### src/legShiftPkg.sv
// Operand shifter shared types
`default_nettype none

package legShiftPkg;

  // Word and field sizes
  localparam int wordBits     = 32;
  localparam int shamtBits    = 5;   // Rotate amount within one word
  localparam int regShamtBits = 8;   // Low byte of Rs
  localparam int imm8Bits     = 8;
  localparam int rot4Bits     = 4;

  // Operand 2 source class
  typedef enum logic [1:0] {
    regImm = 2'b00,  // Rm shifted by immediate, RRX included
    regReg = 2'b01,  // Rm shifted by Rs[7:0]
    memReg = 2'b10,  // Load/store register offset, no shift
    immRot = 2'b11   // imm8 rotated right by 2*rot4
  } opClassT;

  // Shift type field, instruction encoding order
  typedef enum logic [1:0] {
    shLsl = 2'b00,
    shLsr = 2'b01,
    shAsr = 2'b10,
    shRor = 2'b11
  } shiftTypeT;

  // One shift request
  typedef struct packed {
    opClassT                 opClass;
    shiftTypeT               shType;
    logic [shamtBits-1:0]    immShamt;  // Instruction shift field
    logic [regShamtBits-1:0] regShamt;  // Rs bottom byte
    logic [imm8Bits-1:0]     imm8;
    logic [rot4Bits-1:0]     rot4;
    logic                    prevC;     // Current C flag
    logic [wordBits-1:0]     rmValue;
  } shiftReqT;

  // Shifter answer
  typedef struct packed {
    logic [wordBits-1:0] operand;
    logic                carryOut;
  } shiftRespT;

  // Barrel shifter controls
  typedef struct packed {
    logic [shamtBits-1:0] shamt;       // Effective amount mod 32
    logic                 left;        // LSL
    logic                 arith;       // ASR sign fill
    logic                 rotateOnly;  // No masking, pure rotate
    logic                 longShift;   // 32 or more, every bit is fill
    logic                 rrxIn;       // Top bit for a rotate by one
  } shiftCtlT;

endpackage

`default_nettype wire
### src/shifterUnit.sv
// Operand 2 shifter top
`default_nettype none

module shifterUnit (
  input  logic                    clk,
  input  logic                    reset,
  input  logic                    req,
  output logic                    ack,
  input  legShiftPkg::shiftReqT   reqData,
  output legShiftPkg::shiftRespT  respData
);

  legShiftPkg::shiftReqT                  held;
  legShiftPkg::shiftCtlT                  ctl;
  logic [legShiftPkg::wordBits-1:0]      srcA;
  logic [legShiftPkg::wordBits-1:0]      result;
  logic [legShiftPkg::shamtBits-1:0]     rotAmount;
  logic [legShiftPkg::wordBits-1:0]      keepMask;
  logic                                   rot0;
  logic                                   rot31;
  logic                                   carryOut;

  // Handshake and registers
  shiftRequestPort u_port (
    .clk      (clk),
    .reset    (reset),
    .req      (req),
    .ack      (ack),
    .reqData  (reqData),
    .held     (held),
    .srcA     (srcA),
    .result   (result),
    .carryOut (carryOut),
    .respData (respData)
  );

  // Amount, direction and carry
  shiftControl u_ctl (
    .held     (held),
    .srcA     (srcA),
    .rot0     (rot0),
    .rot31    (rot31),
    .ctl      (ctl),
    .carryOut (carryOut)
  );

  shiftDecoder u_dec (
    .ctl       (ctl),
    .rotAmount (rotAmount),
    .keepMask  (keepMask)
  );

  // Word-wide datapath
  barrelShifter #(
    .dataBits (legShiftPkg::wordBits)
  ) u_bsh (
    .srcA      (srcA),
    .ctl       (ctl),
    .rotAmount (rotAmount),
    .keepMask  (keepMask),
    .result    (result),
    .rot0      (rot0),
    .rot31     (rot31)
  );

endmodule

`default_nettype wire

### src/shiftRequestPort.sv
// Four-phase request port
`default_nettype none

module shiftRequestPort (
  input  logic                               clk,
  input  logic                               reset,
  input  logic                               req,
  output logic                               ack,
  input  legShiftPkg::shiftReqT              reqData,
  output legShiftPkg::shiftReqT              held,      // Captured request
  output logic [legShiftPkg::wordBits-1:0]  srcA,
  input  logic [legShiftPkg::wordBits-1:0]  result,
  input  logic                               carryOut,
  output legShiftPkg::shiftRespT             respData
);

  typedef enum logic [1:0] {
    stIdle    = 2'b00,  // Waiting for req
    stCompute = 2'b01,  // Shifter settles on held
    stAck     = 2'b10   // Holding ack until req drops
  } portStateT;

  portStateT state;
  portStateT stateNext;
  logic      capture;
  logic      load;

  assign capture = (state == stIdle) && req;
  assign load    = state == stCompute;

  // Next state
  always_comb begin
    stateNext = state;
    case (state)
      stIdle: begin
        if (req) begin
          stateNext = stCompute;
        end
      end
      stCompute: stateNext = stAck;  // Response registered this edge
      stAck: begin
        if (!req) begin
          stateNext = stIdle;  // Ack falls on the edge that sees req low
        end
      end
      default: stateNext = stIdle;
    endcase
  end

  always_ff @(posedge clk) begin
    if (reset) begin
      state <= stIdle;
    end else begin
      state <= stateNext;
    end
  end

  // Request payload
  always_ff @(posedge clk) begin
    if (capture) begin
      held <= reqData;
    end
  end

  // Response, stable for the whole ack phase
  always_ff @(posedge clk) begin
    if (reset) begin
      respData <= '0;
    end else if (load) begin
      respData.operand  <= result;
      respData.carryOut <= carryOut;
    end
  end

  assign ack = state == stAck;

  // Shifter input word
  always_comb begin
    if (held.opClass == legShiftPkg::immRot) begin
      srcA = {{(legShiftPkg::wordBits - legShiftPkg::imm8Bits){1'b0}}, held.imm8};
    end else begin
      srcA = held.rmValue;  // Register and memory offset classes
    end
  end

endmodule

`default_nettype wire

### src/barrelShifter.sv
// Barrel rotator with mask and fill
`default_nettype none

module barrelShifter #(
  parameter int dataBits = 32
) (
  input  logic [dataBits-1:0]          srcA,
  input  legShiftPkg::shiftCtlT        ctl,
  input  logic [$clog2(dataBits)-1:0]  rotAmount,
  input  logic [dataBits-1:0]          keepMask,
  output logic [dataBits-1:0]          result,
  output logic                         rot0,
  output logic                         rot31
);

  localparam int stages = $clog2(dataBits);  // Five for a 32-bit word

  logic [dataBits-1:0] stage [0:stages];
  logic [dataBits-1:0] rotated;
  logic                fill;
  logic                rrxCase;

  assign stage[0] = srcA;

  // Rotate right by 1, 2, 4, 8, 16
  for (genvar k = 0; k < stages; k++) begin : gRot
    localparam int step = 1 << k;
    assign stage[k+1] = rotAmount[k] ?
                        {stage[k][step-1:0], stage[k][dataBits-1:step]} :
                        stage[k];
  end

  assign rotated = stage[stages];
  assign rot0    = rotated[0];
  assign rot31   = rotated[dataBits-1];

  // Sign bit for ASR, zero otherwise
  assign fill = ctl.arith & srcA[dataBits-1];

  // Only a rotate by one can be RRX
  assign rrxCase = ctl.rotateOnly && (rotAmount == 1);

  always_comb begin
    for (int i = 0; i < dataBits; i++) begin
      // Long shifts blank every position
      result[i] = (keepMask[i] && !ctl.longShift) ? rotated[i] : fill;
    end
    if (rrxCase) begin
      result[dataBits-1] = ctl.rrxIn;  // C in on top for RRX
    end
  end

endmodule

`default_nettype wire

### src/shiftDecoder.sv
// Shift amount decoder
`default_nettype none

module shiftDecoder (
  input  legShiftPkg::shiftCtlT                ctl,
  output logic [legShiftPkg::shamtBits-1:0]   rotAmount,
  output logic [legShiftPkg::wordBits-1:0]    keepMask
);

  localparam logic [legShiftPkg::wordBits-1:0] allOnes = '1;

  // Left by n is right rotate by 32-n, mod 32
  always_comb begin
    rotAmount = ctl.shamt;
    if (ctl.left) begin
      rotAmount = ~ctl.shamt + 1'b1;  // Two's complement negate
    end
  end

  // Thermometer of bit positions that survive
  always_comb begin
    if (ctl.rotateOnly) begin
      keepMask = allOnes;              // Rotates lose nothing
    end else if (ctl.left) begin
      keepMask = allOnes << ctl.shamt;  // High bits stay
    end else begin
      keepMask = allOnes >> ctl.shamt;  // Low bits stay
    end
  end

endmodule

`default_nettype wire

### src/shiftControl.sv
// Shifter control and carry select
`default_nettype none

module shiftControl (
  input  legShiftPkg::shiftReqT              held,
  input  logic [legShiftPkg::wordBits-1:0]  srcA,
  input  logic                               rot0,   // Rotated bit 0
  input  logic                               rot31,  // Rotated top bit
  output legShiftPkg::shiftCtlT              ctl,
  output logic                               carryOut
);

  logic       isShift;   // regImm or regReg
  logic       isRegAmt;  // Amount comes from Rs
  logic       rrx;
  logic [6:0] effShift;  // Effective amount, up to 127
  logic       shift0;
  logic       shift32;
  logic       shift33;
  logic       lsb;
  logic       msb;

  assign isRegAmt = held.opClass == legShiftPkg::regReg;
  assign isShift  = isRegAmt || (held.opClass == legShiftPkg::regImm);

  // ROR #0 in the immediate form encodes RRX
  assign rrx = (held.opClass == legShiftPkg::regImm) &&
               (held.shType == legShiftPkg::shRor) &&
               (held.immShamt == '0);

  assign lsb = srcA[0];
  assign msb = srcA[legShiftPkg::wordBits-1];

  // Effective amount per class
  always_comb begin
    case (held.opClass)
      legShiftPkg::regImm: begin
        if (rrx) begin
          effShift = 7'd1;  // RRX runs as ROR #1 with C fill
        end else if ((held.immShamt == '0) && (held.shType != legShiftPkg::shLsl)) begin
          effShift = 7'd32;  // LSR/ASR #0 means #32
        end else begin
          effShift = {2'b00, held.immShamt};
        end
      end
      legShiftPkg::regReg: begin
        // Bits 7:6 fold into one saturating flag
        effShift = {|held.regShamt[7:6], held.regShamt[5:0]};
      end
      legShiftPkg::immRot: effShift = {2'b00, held.rot4, 1'b0};  // Twice rot4
      default:             effShift = 7'd0;                      // memReg passes through
    endcase
  end

  assign shift0  = effShift == 7'd0;
  assign shift32 = effShift == 7'd32;
  assign shift33 = effShift > 7'd32;

  // Barrel shifter controls
  always_comb begin
    ctl.shamt      = effShift[4:0];
    ctl.left       = isShift && (held.shType == legShiftPkg::shLsl);
    ctl.arith      = isShift && (held.shType == legShiftPkg::shAsr);
    ctl.rotateOnly = !isShift || (held.shType == legShiftPkg::shRor);
    // ROR by 32 and more just wraps, so no blanking there
    ctl.longShift  = isShift && (held.shType != legShiftPkg::shRor) && (|effShift[6:5]);
    ctl.rrxIn      = rrx ? held.prevC : lsb;  // Plain ROR #1 keeps bit 0 on top
  end

  // Carry out select
  always_comb begin
    carryOut = held.prevC;  // memReg, immRot with rot4 zero
    if (isShift) begin
      if (shift0) begin
        carryOut = held.prevC;  // LSL #0 or Rs byte zero
      end else if (shift33) begin
        case (held.shType)
          legShiftPkg::shLsl: carryOut = 1'b0;
          legShiftPkg::shLsr: carryOut = 1'b0;
          legShiftPkg::shAsr: carryOut = msb;
          default:            carryOut = rot31;  // ROR reduced mod 32
        endcase
      end else if (shift32) begin
        // LSL #32 only reachable from regReg
        carryOut = (held.shType == legShiftPkg::shLsl) ? lsb : msb;
      end else begin
        // 1 to 31, last bit shifted out; RRX lands here with rot31 = bit 0
        carryOut = (held.shType == legShiftPkg::shLsl) ? rot0 : rot31;
      end
    end else if ((held.opClass == legShiftPkg::immRot) && (held.rot4 != '0)) begin
      carryOut = rot31;  // Top bit of rotated immediate
    end
  end

endmodule

`default_nettype wire

### config.mk
export PLATFORM = sky130hd
export DESIGN_NAME = shifterUnit
export DESIGN_NICKNAME = d
export VERILOG_FILES = /design/src/legShiftPkg.sv /design/src/shifterUnit.sv /design/src/shiftRequestPort.sv /design/src/barrelShifter.sv /design/src/shiftDecoder.sv /design/src/shiftControl.sv
export SDC_FILE = /design/constraint.sdc
export NUM_CORES = 1
export LEC_CHECK = 0
export BUFFER_PORTS_ARGS = -buffer_cell sky130_fd_sc_hd__buf_2
export CAP_MARGIN = 0
export CORE_MARGIN = 2
export CORE_UTILIZATION = 38
export CTS_BUF_LIST = sky130_fd_sc_hd__clkbuf_4 sky130_fd_sc_hd__clkbuf_8
export DETAILED_ROUTE_END_ITERATION = 7
export GPL_ROUTABILITY_DRIVEN = 0
export SETUP_SLACK_MARGIN = 0.3
export SYNTH_ARGS = -nofsm -noshare
export SYNTH_HDL_FRONTEND = slang
export SYNTH_SLANG_ARGS = --single-unit
### constraint.sdc
create_clock -name clk -period 8.1 [get_ports clk]
set_clock_uncertainty 0.05 [all_clocks]
set_input_delay 0.81 -clock clk [delete_from_list [all_inputs] [get_ports clk]]
set_output_delay 0.81 -clock clk [all_outputs]
set_load 0.02 [all_outputs]
==> flow_metrics.py, run 1 <==
metrics = {
    "cts": {
        "cts_tree": "yes",
        "insertion_delay_ps": 390,
        "clockRootBuffer": "clkbuf_8",
        "clkSlewWorstSetupHoldPaths_ps": 100,
        "cts_setup_buffers": 0,
        "cts_sinks": 97,
        "cts_made_buffers": 9,
        "clock_path_buffers": 2,
        "ctsHoldBuffers": 0,
        "cts-resized-gates": 0,
        "cts-htree-levels": 3,
    },
    "route": {
        "routed_wl_mm": 22.4,
        "first_iter_violations": 953,
        "drc_errors": 0,
        "routedWlPerCell_um": 20.7,
        "ant_nets": 0,
        "num_vias": 6795,
        "dr.pass1.iters": 6,
        "routed_via_density": 6.29,
    },
    "pwr": {
        "p_leak_uw": 0.00306,
        "power_density_mw_per_mm2": 193,
        "peakVddDrop_v": 0.000101,
    },
    "layout": {
        "n_antenna_cell": 0,
        "area_growth_pct": 12.0,
        "final_nets": 910,
        "layout-drive-gt1-share": 0.230,
        "fillCellCount": 1873,
        "seqCellArea_sq_mm": 0.00256,
        "multiInputGateArea_sq_mm": 0.00435,
        "fin_util": 0.432,
    },
    "worst_hold_path": {
        "min_from": "u_port.respData[25]$_SDFFE_PP0N_",
        "hp-class": "register to register",
        "holdPathEnd": "u_port.respData[25]$_SDFFE_PP0N_",
        "min_path_cells": 2,
    },
    "die": {
        "rows": 50,
        "ios": 99,
        "die_h_um": 142,
        "dieArea_sq_mm": 0.0201,
        "start_util": 0.386,
        "fp.dieW_um": 142,
        "coreArea_sq_mm": 0.0186,
    },
    "timing": {
        "slew_headroom": 0.353,
        "fin_setup_tns_ps": 0,
        "fmax_mhz": 153,
        "setup_viol": 0,
        "max_slew.worst_pin.slew_ps": 970,
        "period_needed_ps": 6530,
        "finalCritPeriodShare": 0.807,
        "rsz0062_at_grt": "no",
        "fin_hold_ws_ps": 412,
        "drv_slew": 0,
        "hold_violations": 0,
    },
    "outcome": {
        "status": "complete, no violations",
    },
    "setup_path": {
        "path_class": "register to register",
        "r2r_cells": 17,
        "crit_buf_inv": 3,
        "cp-start-kind": "register",
        "required_ps": 8360,
        "r2r_end": "u_port.respData[0]$_SDFFE_PP0N_",
        "cp_common_cell": "ha_1",
        "r2r_slack_ps": 1570,
        "crit_slowest_cell": "edfxtp_1",
        "timing.rr.start": "u_port.held[60]$_DFFE_PP_",
        "cpPeakStageDelay_ps": 1000,
        "cp-end-kind": "register",
        "cp_max_fo": 28,
        "crit_chain": "nand4bb_1 > or3_1 > nand2_2 > inv_2 > ha_1 > inv_1 > ha_1 > nor3_1 > a211o_1 > nand2_1 > buf_4 > a2111oi_1 > nor4_1 > mux4_2 > and3_1 > or4_4 > a221oi_2",
        "worstPathArrival_ps": 6790,
        "path_delay_family": "simple AND/OR/NAND/NOR gates",
    },
    "logic_synthesis": {
        "ys_ff_latch": 97,
        "syn-instance-count": 787,
        "synth_fp_nets": 856,
        "yosysTopAreaCellShare": 0.259,
        "synth_edf_count": 62,
        "synth_top_area_cell": "edfxtp_1",
        "synthFlopType": "edfxtp_1",
        "seq_area_frac_synth": 0.356,
        "synth_area_sq_mm": 0.00720,
        "ys_types": 73,
        "yosys-top-cells-area": "edfxtp_1 26%, dfxtp_1 9.7%, mux4_2 9.1%",
        "avgSynthCellArea_sq_um": 9.14,
        "yosys_warnings": 0,
        "async_reset_ff_frac": 0,
    },
    "place": {
        "hpwl_mm": 16.5,
        "io_buffers": 98,
    },
    "global_route": {
        "grt_pass1_vias": 6356,
        "grt_pass1_wl_mm": 35.4,
        "antenna_found_initial": 0,
        "grt_max_degree": 64,
        "track_usage": 0.225,
        "grt.overflow.total": 0,
    },
    "run": {
        "drv_cap": 0,
    },
}
## worst min-delay path: cells and delay by family, from the launching register on
kind,cells,cell delay (ps)
flip-flops,1,320
AND/OR/NAND/NOR,1,50
AO/OA/AOI/OAI,1,50
## metal layers
| metal | GRT usage | vias up | wire length (um) |
|---|---|---|---|
| li1 | - | 3133 | - |
| met4 | 0.0768 | 0 | 751 |
| met1 | 0.312 | 3188 | 9600 |
| met5 | 0 | - | 0 |
| met2 | 0.350 | 400 | 10000 |
| met3 | 0.0476 | 74 | 1980 |
## worst max path at each step
stage / startpoint / endpoint / slack (ps) / cells past startpoint
finish: u_port.held[60]$_DFFE_PP_ / u_port.respData[0]$_SDFFE_PP0N_ / 1570 / 17
global route: u_port.held[60]$_DFFE_PP_ / u_port.respData[0]$_SDFFE_PP0N_ / 1130 / 17
CTS: u_port.held[60]$_DFFE_PP_ / u_port.respData[0]$_SDFFE_PP0N_ / 1680 / 17
detailed placement: u_port.held[60]$_DFFE_PP_ / u_port.respData[0]$_SDFFE_PP0N_ / 1730 / 17
global placement: u_port.held[60]$_DFFE_PP_ / u_port.respData[0]$_SDFFE_PP0N_ / 1980 / 16
floorplan: req / u_port.held[0]$_DFFE_PP_ / 2150 / 1
## area by class of cell
class | instances | share of cell area
Clock buffer | 9 | 0.0154
Inverter | 9 | 0.00419
Tap cell | 234 | 0.0363
Clock inverter | 7 | 0.0101
Sequential cell | 97 | 0.318
Multi-Input combinational cell | 609 | 0.540
Timing Repair Buffer | 115 | 0.0767
## logic make-up after synthesis
logic type,share of synthesized area
AO/OA/AOI/OAI,0.227
AND/OR/NAND/NOR,0.164
multiplexers,0.192
flip-flops,0.356
buffers and inverters,0.0456
XOR/XNOR,0.00835
adder cells (fa/ha/maj),0.00695
## cell usage after synthesis, types with 13 or more instances
cell type and number:
nor3_1 23, a211oi_1 26, o21ai_0 92, edfxtp_1 62, a31oi_1 16, a21oi_1 45
mux4_2 29, nor2_1 74, nand2_1 63, nand3_1 22, mux2_2 13, clkbuf_1 56
mux2i_1 56, dfxtp_1 35
## through the flow
stage / instance area [sq um] / total power (uW) / setup WS [ps] / std cells
2_1_floorplan: 7200 / 1040 / 2150 / 787
3_3_place_gp: 7860 / 1200 / 1980 / 1064
3_5_place_dp: 7860 / 1210 / 1730 / 1064
4_1_cts: 8060 / 1560 / 1680 / 1080
5_1_grt: 8060 / 1630 / 1130 / 1080
6_report: 8060 / 1550 / 1570 / 1080
## report_power, final
| part | switching [uW] | total [uW] | internal, uW |
|---|---|---|---|
| Clock | 195 | 344 | 149 |
| Combinational | 359 | 610 | 251 |
| Sequential | 31.5 | 599 | 567 |
## cells in the final DEF (no fill, tap or decap), types with 17 or more instances in the layout
cell type and count:
buf_2 98, o21ai_0 92, nor2_1 74, nand2_1 63, edfxtp_1 62, mux2i_1 56
a21oi_1 44, dfxtp_1 35, mux4_2 29, a211oi_1 26, nor3_1 23, nand3_1 22
buf_4 17
## state kept, by name, indices dropped and copies added, names as in the netlist
name,flops
u_port.state,2
u_port.respData,33
u_port.held,62
(Power assumes the default switching activity.)
==> inputs of run 2 (changes only) <==
==> constraint.sdc (replaced) <==
create_clock -name clk -period 6.2 [get_ports clk]
set_clock_uncertainty 0.05 [all_clocks]
set_input_delay 0.62 -clock clk [delete_from_list [all_inputs] [get_ports clk]]
set_output_delay 0.62 -clock clk [all_outputs]
set_load 0.02 [all_outputs]
==> run 2 against run 1 <==
Against the previous run: utilization grew 0.68 points; first-iteration DRC count shrank 6.3%; sequential cell count is the same; cell count is 1.0% higher; maximum frequency up 16%; total power rose by 34%; sequential power rose by 29%; routed wire length shrank 0.91%; via count fell by 1.0%; critical path type unchanged.
==> flow_metrics.py, run 2 (synthesized netlist as in run 1, its figures left out) <==
metrics = {
    "setup_path": {
        "cp_max_fo": 10,
        "required_ps": 6480,
        "path_class": "register to register",
        "worstPathArrival_ps": 5900,
        "cpPeakStageDelay_ps": 620,
        "crit_buf_inv": 2,
        "crit_slowest_cell": "or4_4",
        "cp-start-kind": "register",
        "crit_chain": "or4_4 > or3_1 > nand2_2 > inv_2 > ha_1 > inv_1 > ha_1 > nor3_1 > a211o_1 > nand2_1 > o2111a_1 > or4b_1 > mux4_2 > and3_1 > or4_4 > a221oi_2",
        "cp-end-kind": "register",
        "path_delay_family": "simple AND/OR/NAND/NOR gates",
    },
    "timing": {
        "fin_setup_tns_ps": 0,
        "finalCritPeriodShare": 0.907,
        "max_slew.worst_pin.slew_ps": 926,
        "slew_headroom": 0.381,
        "setup_viol": 0,
        "rsz0062_at_grt": "no",
        "hold_violations": 0,
        "fmax_mhz": 178,
        "drv_slew": 0,
        "fin_hold_ws_ps": 328,
        "period_needed_ps": 5620,
    },
    "route": {
        "first_iter_violations": 893,
        "routed_wl_mm": 22.2,
        "ant_nets": 0,
        "drc_errors": 0,
        "routedWlPerCell_um": 20.3,
        "dr.pass1.iters": 6,
        "routed_via_density": 6.16,
        "num_vias": 6726,
    },
    "layout": {
        "layout_commonest_cell": "buf_2",
        "fin_util": 0.439,
        "regMostFlops": "u_port.held",
        "top_regs": "u_port.held: 62 flops, u_port.respData: 33 flops, u_port.state: 2 flops",
        "area_growth_pct": 13.8,
        "largest_reg_flops": 62,
        "final_cell_mix": "98 x buf_2, 92 x o21ai_0, 74 x nor2_1",
        "final_nets": 921,
        "layout-drive-gt1-share": 0.240,
        "n_antenna_cell": 0,
    },
    "pwr": {
        "p_leak_uw": 0.00313,
        "p_total_uw": 2080,
        "power_density_mw_per_mm2": 254,
        "peakVddDrop_v": 0.000115,
    },
    "die": {
        "fp.dieW_um": 142,
        "die_h_um": 142,
        "start_util": 0.386,
        "rows": 50,
        "coreArea_sq_mm": 0.0186,
        "ios": 99,
        "dieArea_sq_mm": 0.0201,
    },
    "global_route": {
        "grt_max_degree": 64,
        "grt_pass1_vias": 6158,
        "grt.overflow.total": 0,
        "antenna_found_initial": 0,
        "grt_pass1_wl_mm": 34.8,
        "track_usage": 0.222,
    },
    "cts": {
        "cts_tree": "yes",
        "clkSlewWorstSetupHoldPaths_ps": 110,
        "ctsHoldBuffers": 0,
        "cts_sinks": 97,
        "insertion_delay_ps": 410,
        "cts-htree-levels": 3,
        "clock_path_buffers": 2,
        "clockRootBuffer": "clkbuf_8",
        "cts_made_buffers": 9,
    },
    "place": {
        "hpwl_mm": 16.4,
        "io_buffers": 98,
    },
    "outcome": {
        "status": "complete, no violations",
    },
    "run": {
        "drv_cap": 0,
    },
    "worst_hold_path": {
        "hp-class": "input pin to register",
    },
}
-- run 2: changes by cell type in the layout (fill, tap and decap cells not counted), sizes merged --
cell,change
bufinv,+1
buf,+11
clkinv,+2
clkinvlp,-1
inv,-2
-- run 2: per-layer routing --
metal / global-route usage / part of all wire / wire [um]
met1: 0.316 / 0.45 / 10000
met4: 0.0942 / 0.037 / 818
met3: 0.0395 / 0.069 / 1520
met2: 0.333 / 0.44 / 9790
met5: 0 / 0 / 0
-- run 2: final cells by class --
class                           instances  area [sq um]
Fill cell                            1817         10500
Multi-Input combinational cell        609          4360
Sequential cell                        97          2560
Timing Repair Buffer                  126           701
Tap cell                              234           293
Clock buffer                            9           124
Clock inverter                          7           119
Inverter                                9          33.8
-- run 2: per-stage QoR --
step | instance area [sq um] | setup WS (ps) | std cells
after CTS | 8160 | 652 | 1088
after floorplan | 7200 | 436 | 787
after global placement | 7920 | 826 | 1072
final | 8190 | 577 | 1091
after detailed placement | 7920 | 670 | 1072
after global routing | 8190 | 315 | 1091
-- run 2: power by group --
| group | leakage (uW) | switching (uW) | internal [uW] |
|---|---|---|---|
| logic | 0.00213 | 482 | 334 |
| registers | 0.000880 | 30.7 | 741 |
| clock network | 0.000122 | 256 | 239 |
| total | 0.00313 | 769 | 1310 |
-- run 2: timing repair --
action,4_1_cts,5_1_grt
setup endpoints to repair,0,1
resized for setup,0,1
setup buffers,0,3
-- run 2: final timing paths --
kind              cells after the start                              end                            start  slack [ps]
hold / removal                        1         u_port.held[2]$_DFFE_PP_                       reqData[2]         330
setup / recovery                     16  u_port.respData[0]$_SDFFE_PP0N_        u_port.held[53]$_DFFE_PP_         580
hold reg to reg                       2  u_port.respData[9]$_SDFFE_PP0N_  u_port.respData[9]$_SDFFE_PP0N_         410
setup reg to reg                     16  u_port.respData[0]$_SDFFE_PP0N_        u_port.held[53]$_DFFE_PP_         580
